`src/tcb_lite_pkg.sv`:
```
package tcb_lite_pkg;

    ////////////////////////////////////////////////////////////
    // bus geometry
    ////////////////////////////////////////////////////////////

    // byte address, full 32-bit space
    localparam int unsigned ADR_W = 32;
    // whole words only, no byte enables
    localparam int unsigned DAT_W = 32;

    ////////////////////////////////////////////////////////////
    // transfer encoding
    ////////////////////////////////////////////////////////////

    // carried on the bus as the single wen bit
    typedef enum logic {
        TCB_READ  = 1'b0,
        TCB_WRITE = 1'b1
    } tcb_op_e;

    ////////////////////////////////////////////////////////////
    // handshake timing
    ////////////////////////////////////////////////////////////

    // cycles from the transfer cycle to rdt/err
    // no ready, subordinates never stall
    localparam int unsigned RSP_DLY = 1;

endpackage: tcb_lite_pkg

```
`src/gpio_map_pkg.sv`:
```
package gpio_map_pkg;

    ////////////////////////////////////////////////////////////
    // controller array
    ////////////////////////////////////////////////////////////

    // identical GPIO controllers on the peripheral bus
    localparam int unsigned GPIO_N = 4;
    // pins per controller
    localparam int unsigned GDW    = 8;
    // port index width
    localparam int unsigned PORT_W = $clog2(GPIO_N);

    ////////////////////////////////////////////////////////////
    // address map
    ////////////////////////////////////////////////////////////

    // bytes per controller, port index starts at bit 6
    localparam int unsigned PORT_SPAN = 64;
    // first address past the last controller
    localparam int unsigned MAP_LIMIT = GPIO_N * PORT_SPAN;

    // register offsets inside one controller block
    typedef enum logic [$clog2(PORT_SPAN)-1:0] {
        // output data
        REG_OUT = 6'h00,
        // output enable
        REG_ENA = 6'h04,
        // synchronized pin input, read only
        REG_IN  = 6'h08
    } gpio_reg_e;

endpackage: gpio_map_pkg

```
`src/tcb_peri_decoder.sv`:
```
module tcb_peri_decoder (
    // manager request
    input  logic                              tcb_vld,
    input  logic [tcb_lite_pkg::ADR_W-1:0]    tcb_adr,
    // one-hot request per controller
    output logic [gpio_map_pkg::GPIO_N-1:0]   per_vld,
    // port index for the response path
    output logic [gpio_map_pkg::PORT_W-1:0]   dec_sel,
    // valid transfer to an unmapped address
    output logic                              dec_err
);

    import tcb_lite_pkg::*;
    import gpio_map_pkg::*;

    // address falls outside all controller blocks
    logic unmapped;

    ////////////////////////////////////////////////////////////
    // address compare
    ////////////////////////////////////////////////////////////

    // everything from MAP_LIMIT upwards has no subordinate
    assign unmapped = (tcb_adr >= ADR_W'(MAP_LIMIT));

    // only a real transfer reports a decode error
    assign dec_err = tcb_vld & unmapped;

    ////////////////////////////////////////////////////////////
    // port select
    ////////////////////////////////////////////////////////////

    // port index sits right above the per-port offset
    assign dec_sel = tcb_adr[$clog2(PORT_SPAN) +: PORT_W];

    // one-hot request, none at all on a decode error
    always_comb begin
        per_vld = '0;
        if (tcb_vld && !unmapped) begin
            per_vld[dec_sel] = 1'b1;
        end
    end

endmodule: tcb_peri_decoder

```
`src/tcb_peri_gpio.sv`:
```
module tcb_peri_gpio (
    // system
    input  logic                                    clk,
    input  logic                                    arst_n,
    // request from the decoder
    input  logic                                    vld,
    input  logic                                    wen,
    input  logic [$clog2(gpio_map_pkg::PORT_SPAN)-1:0] adr,
    input  logic [tcb_lite_pkg::DAT_W-1:0]          wdt,
    // registered response
    output logic [tcb_lite_pkg::DAT_W-1:0]          rdt,
    output logic                                    err,
    // pins
    output logic [gpio_map_pkg::GDW-1:0]            gpio_o,
    output logic [gpio_map_pkg::GDW-1:0]            gpio_e,
    input  logic [gpio_map_pkg::GDW-1:0]            gpio_i
);

    import tcb_lite_pkg::*;
    import gpio_map_pkg::*;

    // decoded transfer direction
    tcb_op_e          op;
    // offset names one of the three registers
    logic             reg_known;
    // read value of the addressed register
    logic [DAT_W-1:0] reg_rdt;
    // two-flop input synchronizer
    logic [GDW-1:0]   gpio_s1;
    logic [GDW-1:0]   gpio_s2;

    assign op = tcb_op_e'(wen);

    ////////////////////////////////////////////////////////////
    // input synchronizer
    ////////////////////////////////////////////////////////////

    // pins are asynchronous to clk
    always_ff @(posedge clk or negedge arst_n) begin
        if (!arst_n) begin
            gpio_s1 <= '0;
            gpio_s2 <= '0;
        end else begin
            gpio_s1 <= gpio_i;
            gpio_s2 <= gpio_s1;
        end
    end

    ////////////////////////////////////////////////////////////
    // register file
    ////////////////////////////////////////////////////////////

    // read mux, zero-extended to the bus width
    always_comb begin
        reg_known = 1'b1;
        reg_rdt   = '0;
        case (adr)
            REG_OUT: reg_rdt = DAT_W'(gpio_o);
            REG_ENA: reg_rdt = DAT_W'(gpio_e);
            REG_IN:  reg_rdt = DAT_W'(gpio_s2);
            // misaligned or unused offsets
            default: reg_known = 1'b0;
        endcase
    end

    // output and enable drive the pins directly
    always_ff @(posedge clk or negedge arst_n) begin
        if (!arst_n) begin
            gpio_o <= '0;
            gpio_e <= '0;
        end else if (vld && op == TCB_WRITE) begin
            case (adr)
                REG_OUT: gpio_o <= wdt[GDW-1:0];
                REG_ENA: gpio_e <= wdt[GDW-1:0];
                // REG_IN is read only, write dropped silently
                default: begin
                end
            endcase
        end
    end

    ////////////////////////////////////////////////////////////
    // response
    ////////////////////////////////////////////////////////////

    // one cycle after the request, zero when idle
    always_ff @(posedge clk or negedge arst_n) begin
        if (!arst_n) begin
            rdt <= '0;
            err <= 1'b0;
        end else begin
            rdt <= (vld && op == TCB_READ) ? reg_rdt : '0;
            err <= vld & ~reg_known;
        end
    end

endmodule: tcb_peri_gpio

```
`src/tcb_peri_rsp_mux.sv`:
```
module tcb_peri_rsp_mux (
    // system
    input  logic                                                  clk,
    input  logic                                                  arst_n,
    // request side
    input  logic                                                  tcb_vld,
    input  logic [gpio_map_pkg::PORT_W-1:0]                       dec_sel,
    input  logic                                                  dec_err,
    // per controller responses, already registered
    input  logic [gpio_map_pkg::GPIO_N-1:0][tcb_lite_pkg::DAT_W-1:0] per_rdt,
    input  logic [gpio_map_pkg::GPIO_N-1:0]                       per_err,
    // manager response
    output logic [tcb_lite_pkg::DAT_W-1:0]                        tcb_rdt,
    output logic                                                  tcb_err
);

    import tcb_lite_pkg::*;
    import gpio_map_pkg::*;

    // port index of the transfer now in its response cycle
    logic [PORT_W-1:0] sel_q;
    // decode error of that transfer
    logic              err_q;

    // capture routing info alongside the request
    always_ff @(posedge clk or negedge arst_n) begin
        if (!arst_n) begin
            sel_q <= '0;
            err_q <= 1'b0;
        end else begin
            if (tcb_vld) begin
                sel_q <= dec_sel;
            end
            err_q <= dec_err;
        end
    end

    // idle controllers return zeros, so a stale sel_q is harmless
    // decode error wins over any controller data
    assign tcb_rdt = err_q ? DAT_W'(0) : per_rdt[sel_q];
    assign tcb_err = err_q | per_err[sel_q];

endmodule: tcb_peri_rsp_mux

```
`src/gpio_subsys_top.sv`:
```
module gpio_subsys_top (
    // system
    input  logic                                                clk,
    input  logic                                                arst_n,
    // TCB-lite manager side
    input  logic                                                tcb_vld,
    input  logic                                                tcb_wen,
    input  logic [tcb_lite_pkg::ADR_W-1:0]                      tcb_adr,
    input  logic [tcb_lite_pkg::DAT_W-1:0]                      tcb_wdt,
    output logic [tcb_lite_pkg::DAT_W-1:0]                      tcb_rdt,
    output logic                                                tcb_err,
    // pins, port i in slice [i*GDW +: GDW]
    output logic [gpio_map_pkg::GPIO_N*gpio_map_pkg::GDW-1:0]   gpio_o,
    output logic [gpio_map_pkg::GPIO_N*gpio_map_pkg::GDW-1:0]   gpio_e,
    input  logic [gpio_map_pkg::GPIO_N*gpio_map_pkg::GDW-1:0]   gpio_i
);

    import tcb_lite_pkg::*;
    import gpio_map_pkg::*;

    // decoder outputs
    logic [GPIO_N-1:0]            per_vld;
    logic [PORT_W-1:0]            dec_sel;
    logic                         dec_err;
    // controller responses
    logic [GPIO_N-1:0][DAT_W-1:0] per_rdt;
    logic [GPIO_N-1:0]            per_err;

    ////////////////////////////////////////////////////////////
    // address decoder
    ////////////////////////////////////////////////////////////

    tcb_peri_decoder dec (
        .tcb_vld (tcb_vld),
        .tcb_adr (tcb_adr),
        .per_vld (per_vld),
        .dec_sel (dec_sel),
        .dec_err (dec_err)
    );

    ////////////////////////////////////////////////////////////
    // GPIO controllers
    ////////////////////////////////////////////////////////////

    // offset and write data shared by all ports
    for (genvar i = 0; i < GPIO_N; i++) begin: gpio_gen
        tcb_peri_gpio gpio (
            .clk    (clk),
            .arst_n (arst_n),
            .vld    (per_vld[i]),
            .wen    (tcb_wen),
            .adr    (tcb_adr[$clog2(PORT_SPAN)-1:0]),
            .wdt    (tcb_wdt),
            .rdt    (per_rdt[i]),
            .err    (per_err[i]),
            .gpio_o (gpio_o[i*GDW +: GDW]),
            .gpio_e (gpio_e[i*GDW +: GDW]),
            .gpio_i (gpio_i[i*GDW +: GDW])
        );
    end: gpio_gen

    ////////////////////////////////////////////////////////////
    // response path
    ////////////////////////////////////////////////////////////

    tcb_peri_rsp_mux rsp (
        .clk     (clk),
        .arst_n  (arst_n),
        .tcb_vld (tcb_vld),
        .dec_sel (dec_sel),
        .dec_err (dec_err),
        .per_rdt (per_rdt),
        .per_err (per_err),
        .tcb_rdt (tcb_rdt),
        .tcb_err (tcb_err)
    );

endmodule: gpio_subsys_top

```
`config.mk`:
```
export PLATFORM = sky130hd
export DESIGN_NAME = gpio_subsys_top
export DESIGN_NICKNAME = d
export VERILOG_FILES = /design/src/tcb_lite_pkg.sv /design/src/gpio_map_pkg.sv /design/src/tcb_peri_decoder.sv /design/src/tcb_peri_gpio.sv /design/src/tcb_peri_rsp_mux.sv /design/src/gpio_subsys_top.sv
export SDC_FILE = /design/constraint.sdc
export NUM_CORES = 1
export LEC_CHECK = 0
export ABC_AREA = 1
export ABC_CLOCK_PERIOD_IN_PS = 1700
export CORE_ASPECT_RATIO = 0.9
export CORE_MARGIN = 1.5
export CORE_UTILIZATION = 35
export DETAILED_ROUTE_END_ITERATION = 10
export DONT_BUFFER_PORTS = 1
export PLACE_DENSITY = 0.51
export SETUP_SLACK_MARGIN = 0.02
export SYNTH_ARGS = -nofsm -noshare
export SYNTH_HDL_FRONTEND = slang
export SYNTH_SLANG_ARGS = --single-unit
```
`constraint.sdc`:
```
create_clock -name clk -period 1.7 [get_ports clk]
set_input_delay 0 -clock clk [delete_from_list [all_inputs] [get_ports clk]]
set_output_delay 0 -clock clk [all_outputs]
set_load 0.01 [all_outputs]
```
**After elaboration in Yosys (flattened, before gate mapping)**

Cells that the tools add are included.

- Order comparisons: 4
- Equal/unequal tests: 2
- Muxes and demuxes: 17
- Bitwise operators: 8
- Reduce and logical (&&, ||, !) cells: 21

Operators by type and width:

| operator | count |
|---|---|
| case mux 8 bit (3 select lines) | 4 |
| binary-select mux 32 bit (select 2 bit) | 1 |
| 2-to-1 mux 32 bit | 2 |
| greater-or-equal comparator 32 x 9 -> 1 bit (second input constant) | 1 |
| 2-to-1 mux 8 bit | 4 |
| AND reduction 2 bit | 8 |
| logical AND 1 bit | 10 |
| equality test 6 x 3 -> 1 bit (second input constant) | 1 |
| equality test 6 x 4 -> 1 bit (second input constant) | 1 |
| logical NOT 6 bit | 1 |
| < comparator 2 x 3 -> 1 bit (second input constant) | 2 |
| bitwise AND 1 bit | 5 |
| 2-to-1 mux 4 bit | 1 |
| 2-to-1 mux 1 bit | 3 |
| OR reduction 3 bit | 1 |
| binary-select mux 1 bit (select 2 bit) | 1 |
| demux 1 bit (select 2 bit) | 1 |
| greater-or-equal comparator 2 x 1 -> 1 bit (second input constant) | 1 |
| NOT 1 bit | 2 |
| logical NOT 1 bit | 1 |
| OR 1 bit | 1 |

- Register bits after elaboration: 263

**Logic depth before layout (Yosys ltp)**

- Depth in word-level cells: 7
- Gate-level depth with buffers: 8
- Gate-level depth less buffers: 8

**Modules after synthesis**

From an unflattened synthesis, not the netlist that was laid out.

- Cell total of the unflattened synthesis: 1170
- Area, all modules: 9207.6 sq um

Modules (own cells, without submodules):

| module | instances | cells an instance | area each (sq um) | seq. area each (sq um) |
|---|---|---|---|---|
| tcb_peri_gpio | 4 | 185 | 1831.8 | 1026.0 |
| tcb_peri_rsp_mux | 1 | 393 | 1716.6 | 75.1 |
| tcb_peri_decoder | 1 | 37 | 163.9 | 0.0 |

**Worst setup path after synthesis**

OpenSTA, ideal clock, no wires.

- Path type: reg2out
- Start: register rsp.sel_q[0]
- End: output tcb_rdt[0] in the netlist's numbering
- Data arrival time: 1.301 ns
- Slack: 0.399 ns
- Stages on the path, launching flop included: 7
- Buffers on the path: 2
- Cells stage by stage: dfrtp_1 clkbuf_1 clkbuf_1 nor2_1 nor2_1 o21ai_0 a21oi_1

- Word-level cells in the longest chain between the ends: 3

RTL lines:

| item | line | RTL |
|---|---|---|
| start, declared | tcb_peri_rsp_mux.sv:21 | `logic [PORT_W-1:0] sel_q;` |
| start signal, assigned | tcb_peri_rsp_mux.sv:32 | `sel_q <= dec_sel;` |
| binary-select mux 32 bit (select 2 bit) | tcb_peri_rsp_mux.sv:40 | `assign tcb_rdt = err_q ? DAT_W'(0) : per_rdt[sel_q];` |
| 2-to-1 mux 32 bit (implied by the code) | tcb_peri_rsp_mux.sv:40 |  |
| 2-to-1 mux 32 bit | tcb_peri_rsp_mux.sv:40 |  |
| end, declared | gpio_subsys_top.sv:10 | `output logic [tcb_lite_pkg::DAT_W-1:0] tcb_rdt,` |

No other way between the ends. The select of a mux whose other input is x is not followed.

**Final worst setup path**

- Start: register rsp.sel_q[0]
- End: output tcb_rdt[1] in the netlist's numbering

Same word-level chain as after synthesis.

==> results_tabular.tex <==
\begin{tabular}{lr}
\hline
Metric & Value \\
\hline
\multicolumn{2}{l}{\textbf{Floorplan}} \\
\quad Placeable core region & 0.0191 sq mm \\
\quad Num rows & 48 \\
\quad Die extent in x & 150 microns \\
\quad Overall die height & 135 microns \\
\quad Total die area & 0.0203 sq mm \\
\quad Effective utilization at floorplan & 0.356 \\
\quad I/O pin cnt & 197 \\
\multicolumn{2}{l}{\textbf{CTS}} \\
\quad TritonCTS clock tree & yes \\
\quad TritonCTS sink count & 167 \\
\quad Worst-case clock buffer depth & 2 \\
\quad H-tree level count & 4 \\
\quad Worst skew pair latency & 0.43 ns \\
\quad Cell chosen for the clock root & sky130\_fd\_sc\_hd\_\_clkbuf\_16 \\
\quad CTS clk-pin slew, worst paths & 0.06 ns \\
\quad Number of buffers inserted during clock tree synthesis & 17 \\
\multicolumn{2}{l}{\textbf{Timing}} \\
\quad Smallest setup slack after layout & -0.0174 ns \\
\quad Unrepaired setup endpoints after global routing & yes \\
\quad Total Negative Setup Slacks & -0.0174 ns \\
\quad Slew at the pin closest to its max-slew limit & 0.688 ns \\
\quad Setup violation total in the final timing report & 1 \\
\quad Final hold violations & 171 \\
\quad Maximum frequency from static timing analysis & 0.582 GHz \\
\quad Final max-slew violation count & 0 \\
\quad Period minus WS final & 1.72 ns \\
\quad Worst slew margin relative to its limit & 0.540 \\
\quad Worst clock skew & 0.00514 ns \\
\quad Fin crit share & 1.01 \\
\quad Tightest hold margin & -0.733 ns \\
\multicolumn{2}{l}{\textbf{Finish}} \\
\quad Sequential Area & 0.00418 sq mm \\
\quad Proportion of layout cells with a drive suffix above 1 & 0.125 \\
\quad Number of nets in the final layout & 885 \\
\quad Final cell count without fillers & 1049 \\
\quad Growth of design area from synthesis to finish & 22.2\% \\
\quad Fillers & 1825 \\
\quad Final core occ & 0.436 \\
\quad Multi-input logic area & 0.00222 sq mm \\
\multicolumn{2}{l}{\textbf{Run}} \\
\quad Max-Cap Viols & 0 \\
\multicolumn{2}{l}{\textbf{GRT}} \\
\quad Maximum number of pins on one net before global-route repair & 168 \\
\quad Via count of the first global-routing pass & 5116 \\
\quad Global-route wire length before repair & 29.7 mm \\
\quad All-layer global routing usage & 0.200 \\
\quad Number of antenna violations at the first check in global routing & 2 \\
\quad Congestion Overflow GR & 0 \\
\multicolumn{2}{l}{\textbf{Yosys}} \\
\quad Yosys warning count & 0 \\
\quad Most frequent cell after synthesis & sky130\_fd\_sc\_hd\_\_nand2\_1 \\
\quad Yosys reg bits & 167 \\
\quad Most frequent cells after synthesis & sky130\_fd\_sc\_hd\_\_nand2\_1, sky130\_fd\_sc\_hd\_\_dfrtp\_1, sky130\_fd\_sc\_hd\_\_nor2\_1, sky130\_fd\_sc\_hd\_\_a21oi\_1, sky130\_fd\_sc\_hd\_\_nand4\_1 \\
\quad Synth async-reset ratio & 1.00 \\
\quad Top FF cell, synth & sky130\_fd\_sc\_hd\_\_dfrtp\_1 \\
\quad Post-synth top area cell & sky130\_fd\_sc\_hd\_\_dfrtp\_1 \\
\quad Combined area of all synthesized cells & 0.00681 sq mm \\
\quad Number of distinct library cells after synthesis & 23 \\
\quad Number of instances in the synthesized netlist & 723 \\
\quad Number of flops mapped to enable cells by yosys & 0 \\
\quad Synthesized area divided by synthesized cell count & 9.41 sq um \\
\quad Largest cells by area after synthesis & sky130\_fd\_sc\_hd\_\_dfrtp\_1, sky130\_fd\_sc\_hd\_\_nand2\_1, sky130\_fd\_sc\_hd\_\_nand4\_1, sky130\_fd\_sc\_hd\_\_a21oi\_1, sky130\_fd\_sc\_hd\_\_nor2\_1 \\
\quad Fraction of the yosys area taken by sequential cells & 0.614 \\
\quad Area fraction of the dominant cell type after synthesis & 0.614 \\
\multicolumn{2}{l}{\textbf{Critical path}} \\
\quad Data arrival at the endpoint of the critical path & 1.72 ns \\
\quad Required time at the endpoint of the critical path & 1.70 ns \\
\quad Largest driver fanout on the critical path & 8 \\
\quad Kind of launch point of the worst setup path & flip-flop \\
\quad Worst setup EP type & primary output \\
\quad Crit Path Category & reg -> out \\
\multicolumn{2}{l}{\textbf{Pwr}} \\
\quad Switching power & 1.90 mW \\
\quad Maximum vdd drop & 0.616 mV \\
\quad Clk pwr share & 0.456 \\
\quad Logic gate share of total power & 0.058 \\
\quad PwrDens & 1010 mW/mm\^{}2 \\
\quad Final Total Pwr & 8.41 mW \\
\quad P\_int & 6.51 mW \\
\quad Reported leakage power & 3.99 nW \\
\quad Sw frac & 0.225 \\
\quad Sequential share of power & 0.486 \\
\multicolumn{2}{l}{\textbf{Route}} \\
\quad Drt pass-1 iters & 6 \\
\quad Count of routing violations after the opening detailed-route iteration & 398 \\
\quad Post-DR vias/cell & 5.08 \\
\quad Detailed Route WL & 19.7 mm \\
\quad Count of unresolved DRC violations after routing & 0 \\
\quad Detailed-route via count & 5331 \\
\quad Number of routed nets with antenna violations & 0 \\
\quad Routed wire length per instance & 18.8 microns \\
\multicolumn{2}{l}{\textbf{Place}} \\
\quad Buffers on Ports & 0 \\
\quad Post-placement worst setup slack & 0.139 ns \\
\quad Number of instances in the placed design & 954 \\
\quad Routability congestion estimate from global placement & 0.797 \\
\quad Half-perimeter wire length after detailed placement & 12.8 mm \\
\multicolumn{2}{l}{\textbf{Outcome}} \\
\quad Result of the run & finished with violations \\
\quad Failing checks & negative hold slack, negative setup slack \\
\multicolumn{2}{l}{\textbf{Min path}} \\
\quad Path class of the lowest-slack min-delay path & in -> async \\
\hline
\end{tabular}
[critical path, stage by stage, from the launching register on]
cell	delay [ns]
sky130_fd_sc_hd__dfrtp_2	0.42
sky130_fd_sc_hd__buf_12	0.15
sky130_fd_sc_hd__clkbuf_16	0.16
sky130_fd_sc_hd__nor2_2	0.10
sky130_fd_sc_hd__nor2_1	0.05
sky130_fd_sc_hd__o21ai_1	0.14
sky130_fd_sc_hd__a21oi_2	0.11
sky130_fd_sc_hd__buf_4	0.16
[metrics by stage]
stage          hold WS [ns]  cell area, sq um
3_5_place_dp         -0.291              7010
4_1_cts              -0.753              8160
3_3_place_gp         -0.291              7010
2_1_floorplan        -0.296              6890
5_1_grt              -0.757              8320
6_report             -0.733              8320
[cells by family after synthesis]
logic type | count (synthesis) | synth area share
buffers and inverters | 111 | 0.0824
other | 1 | 0.000551
AOI/OAI and AO/OA | 93 | 0.0688
and+or+nand+nor | 351 | 0.234
DFF | 167 | 0.614
[path summary, 6_finish.rpt]
check | startpoint | slack [ns] | endpoint | cells after the start
max | rsp.sel_q[0]$_DFFE_PN0P_ | -0.02 | tcb_rdt[1] | 7
min | arst_n | -0.73 | gpio_gen[0].gpio.gpio_s1[5]$_DFF_PN0_ | 0
max reg2reg | rsp.sel_q[0]$_DFFE_PN0P_ | 0.20 | rsp.sel_q[0]$_DFFE_PN0P_ | 4
min reg2reg | gpio_gen[1].gpio.gpio_s1[3]$_DFF_PN0_ | 0.35 | gpio_gen[1].gpio.gpio_s2[3]$_DFF_PN0_ | 0
max in group asynchronous | arst_n | 2.09 | gpio_gen[0].gpio.gpio_e[4]$_DFFE_PN0P_ | 0
min in group clk | tcb_adr[26] | -0.02 | gpio_gen[3].gpio.err$_DFF_PN0_ | 5
[repair_timing]
item	in CTS	in global routing
hold endpoints to repair	270	207
gates cloned	1	3
resized for setup	18	17
hold buffers	50	1
setup buffers	2	6
pin swaps	5	10
endpoints found under the setup margin	9	41
[sequential cells by signal, indices dropped and copies added, names as in the netlist]
name                   count
gpio_gen.gpio.gpio_o      32
gpio_gen.gpio.err          4
gpio_gen.gpio.gpio_s1     32
rsp.sel_q                  2
rsp.err_q                  1
gpio_gen.gpio.gpio_s2     32
gpio_gen.gpio.rdt         32
gpio_gen.gpio.gpio_e      32
[cell type report]
type / instances / share of cell area
flip-flops and latches: 167 / 0.502
multi-input cells: 468 / 0.267
repair buffers: 84 / 0.100
clock buffers: 22 / 0.0558
well taps: 250 / 0.0376
inverters: 45 / 0.0209
clock inverters: 10 / 0.0144
repair inverters: 2 / 0.00180
diodes: 1 / 0.000301
[cell usage in the layout (no fill, tap or decap)]
cell type	count
sky130_fd_sc_hd__nand2_1	179
sky130_fd_sc_hd__dfrtp_1	166
sky130_fd_sc_hd__nor2_1	79
sky130_fd_sc_hd__nand4_1	70
sky130_fd_sc_hd__a21oi_1	64
sky130_fd_sc_hd__dlygate4sd3_1	49
sky130_fd_sc_hd__inv_1	41
sky130_fd_sc_hd__buf_4	30
sky130_fd_sc_hd__conb_1	24
sky130_fd_sc_hd__clkbuf_16	19
sky130_fd_sc_hd__o21ai_0	9
sky130_fd_sc_hd__o21ai_1	7
sky130_fd_sc_hd__a21oi_2	7
sky130_fd_sc_hd__nor2_4	6
sky130_fd_sc_hd__clkinvlp_4	5
sky130_fd_sc_hd__nor2_2	5
sky130_fd_sc_hd__o21ai_2	5
sky130_fd_sc_hd__nor3_1	4
sky130_fd_sc_hd__clkinv_2	3
sky130_fd_sc_hd__nand3_1	3
sky130_fd_sc_hd__nand4_2	3
sky130_fd_sc_hd__clkbuf_1	3
sky130_fd_sc_hd__inv_2	2
sky130_fd_sc_hd__bufinv_16	2
sky130_fd_sc_hd__clkinv_4	2
sky130_fd_sc_hd__clkbuf_8	2
sky130_fd_sc_hd__inv_6	2
sky130_fd_sc_hd__buf_12	2
sky130_fd_sc_hd__diode_2	1
sky130_fd_sc_hd__nor3_4	1
sky130_fd_sc_hd__nand3_4	1
sky130_fd_sc_hd__o21bai_2	1
sky130_fd_sc_hd__buf_16	1
sky130_fd_sc_hd__dfrtp_2	1
[power groups by stage]
stage	sequential, mW	combinational, mW	clock, mW
floorplan	4.14	0.252	0
global placement	4.15	0.232	0
detailed placement	4.16	0.233	0
CTS	4.09	0.424	3.92
global route	4.09	0.532	4.08
finish	4.08	0.488	3.83
[per-layer routing]
metal	vias to the layer above	wire length [microns]	GRT usage
met3	22	1720	0.0737
li1	2440	-	-
met1	2639	8420	0.266
met4	2	269	0.0496
met2	228	9270	0.308
met5	-	12	0
Note: power is estimated with default switching activity, not from simulation.
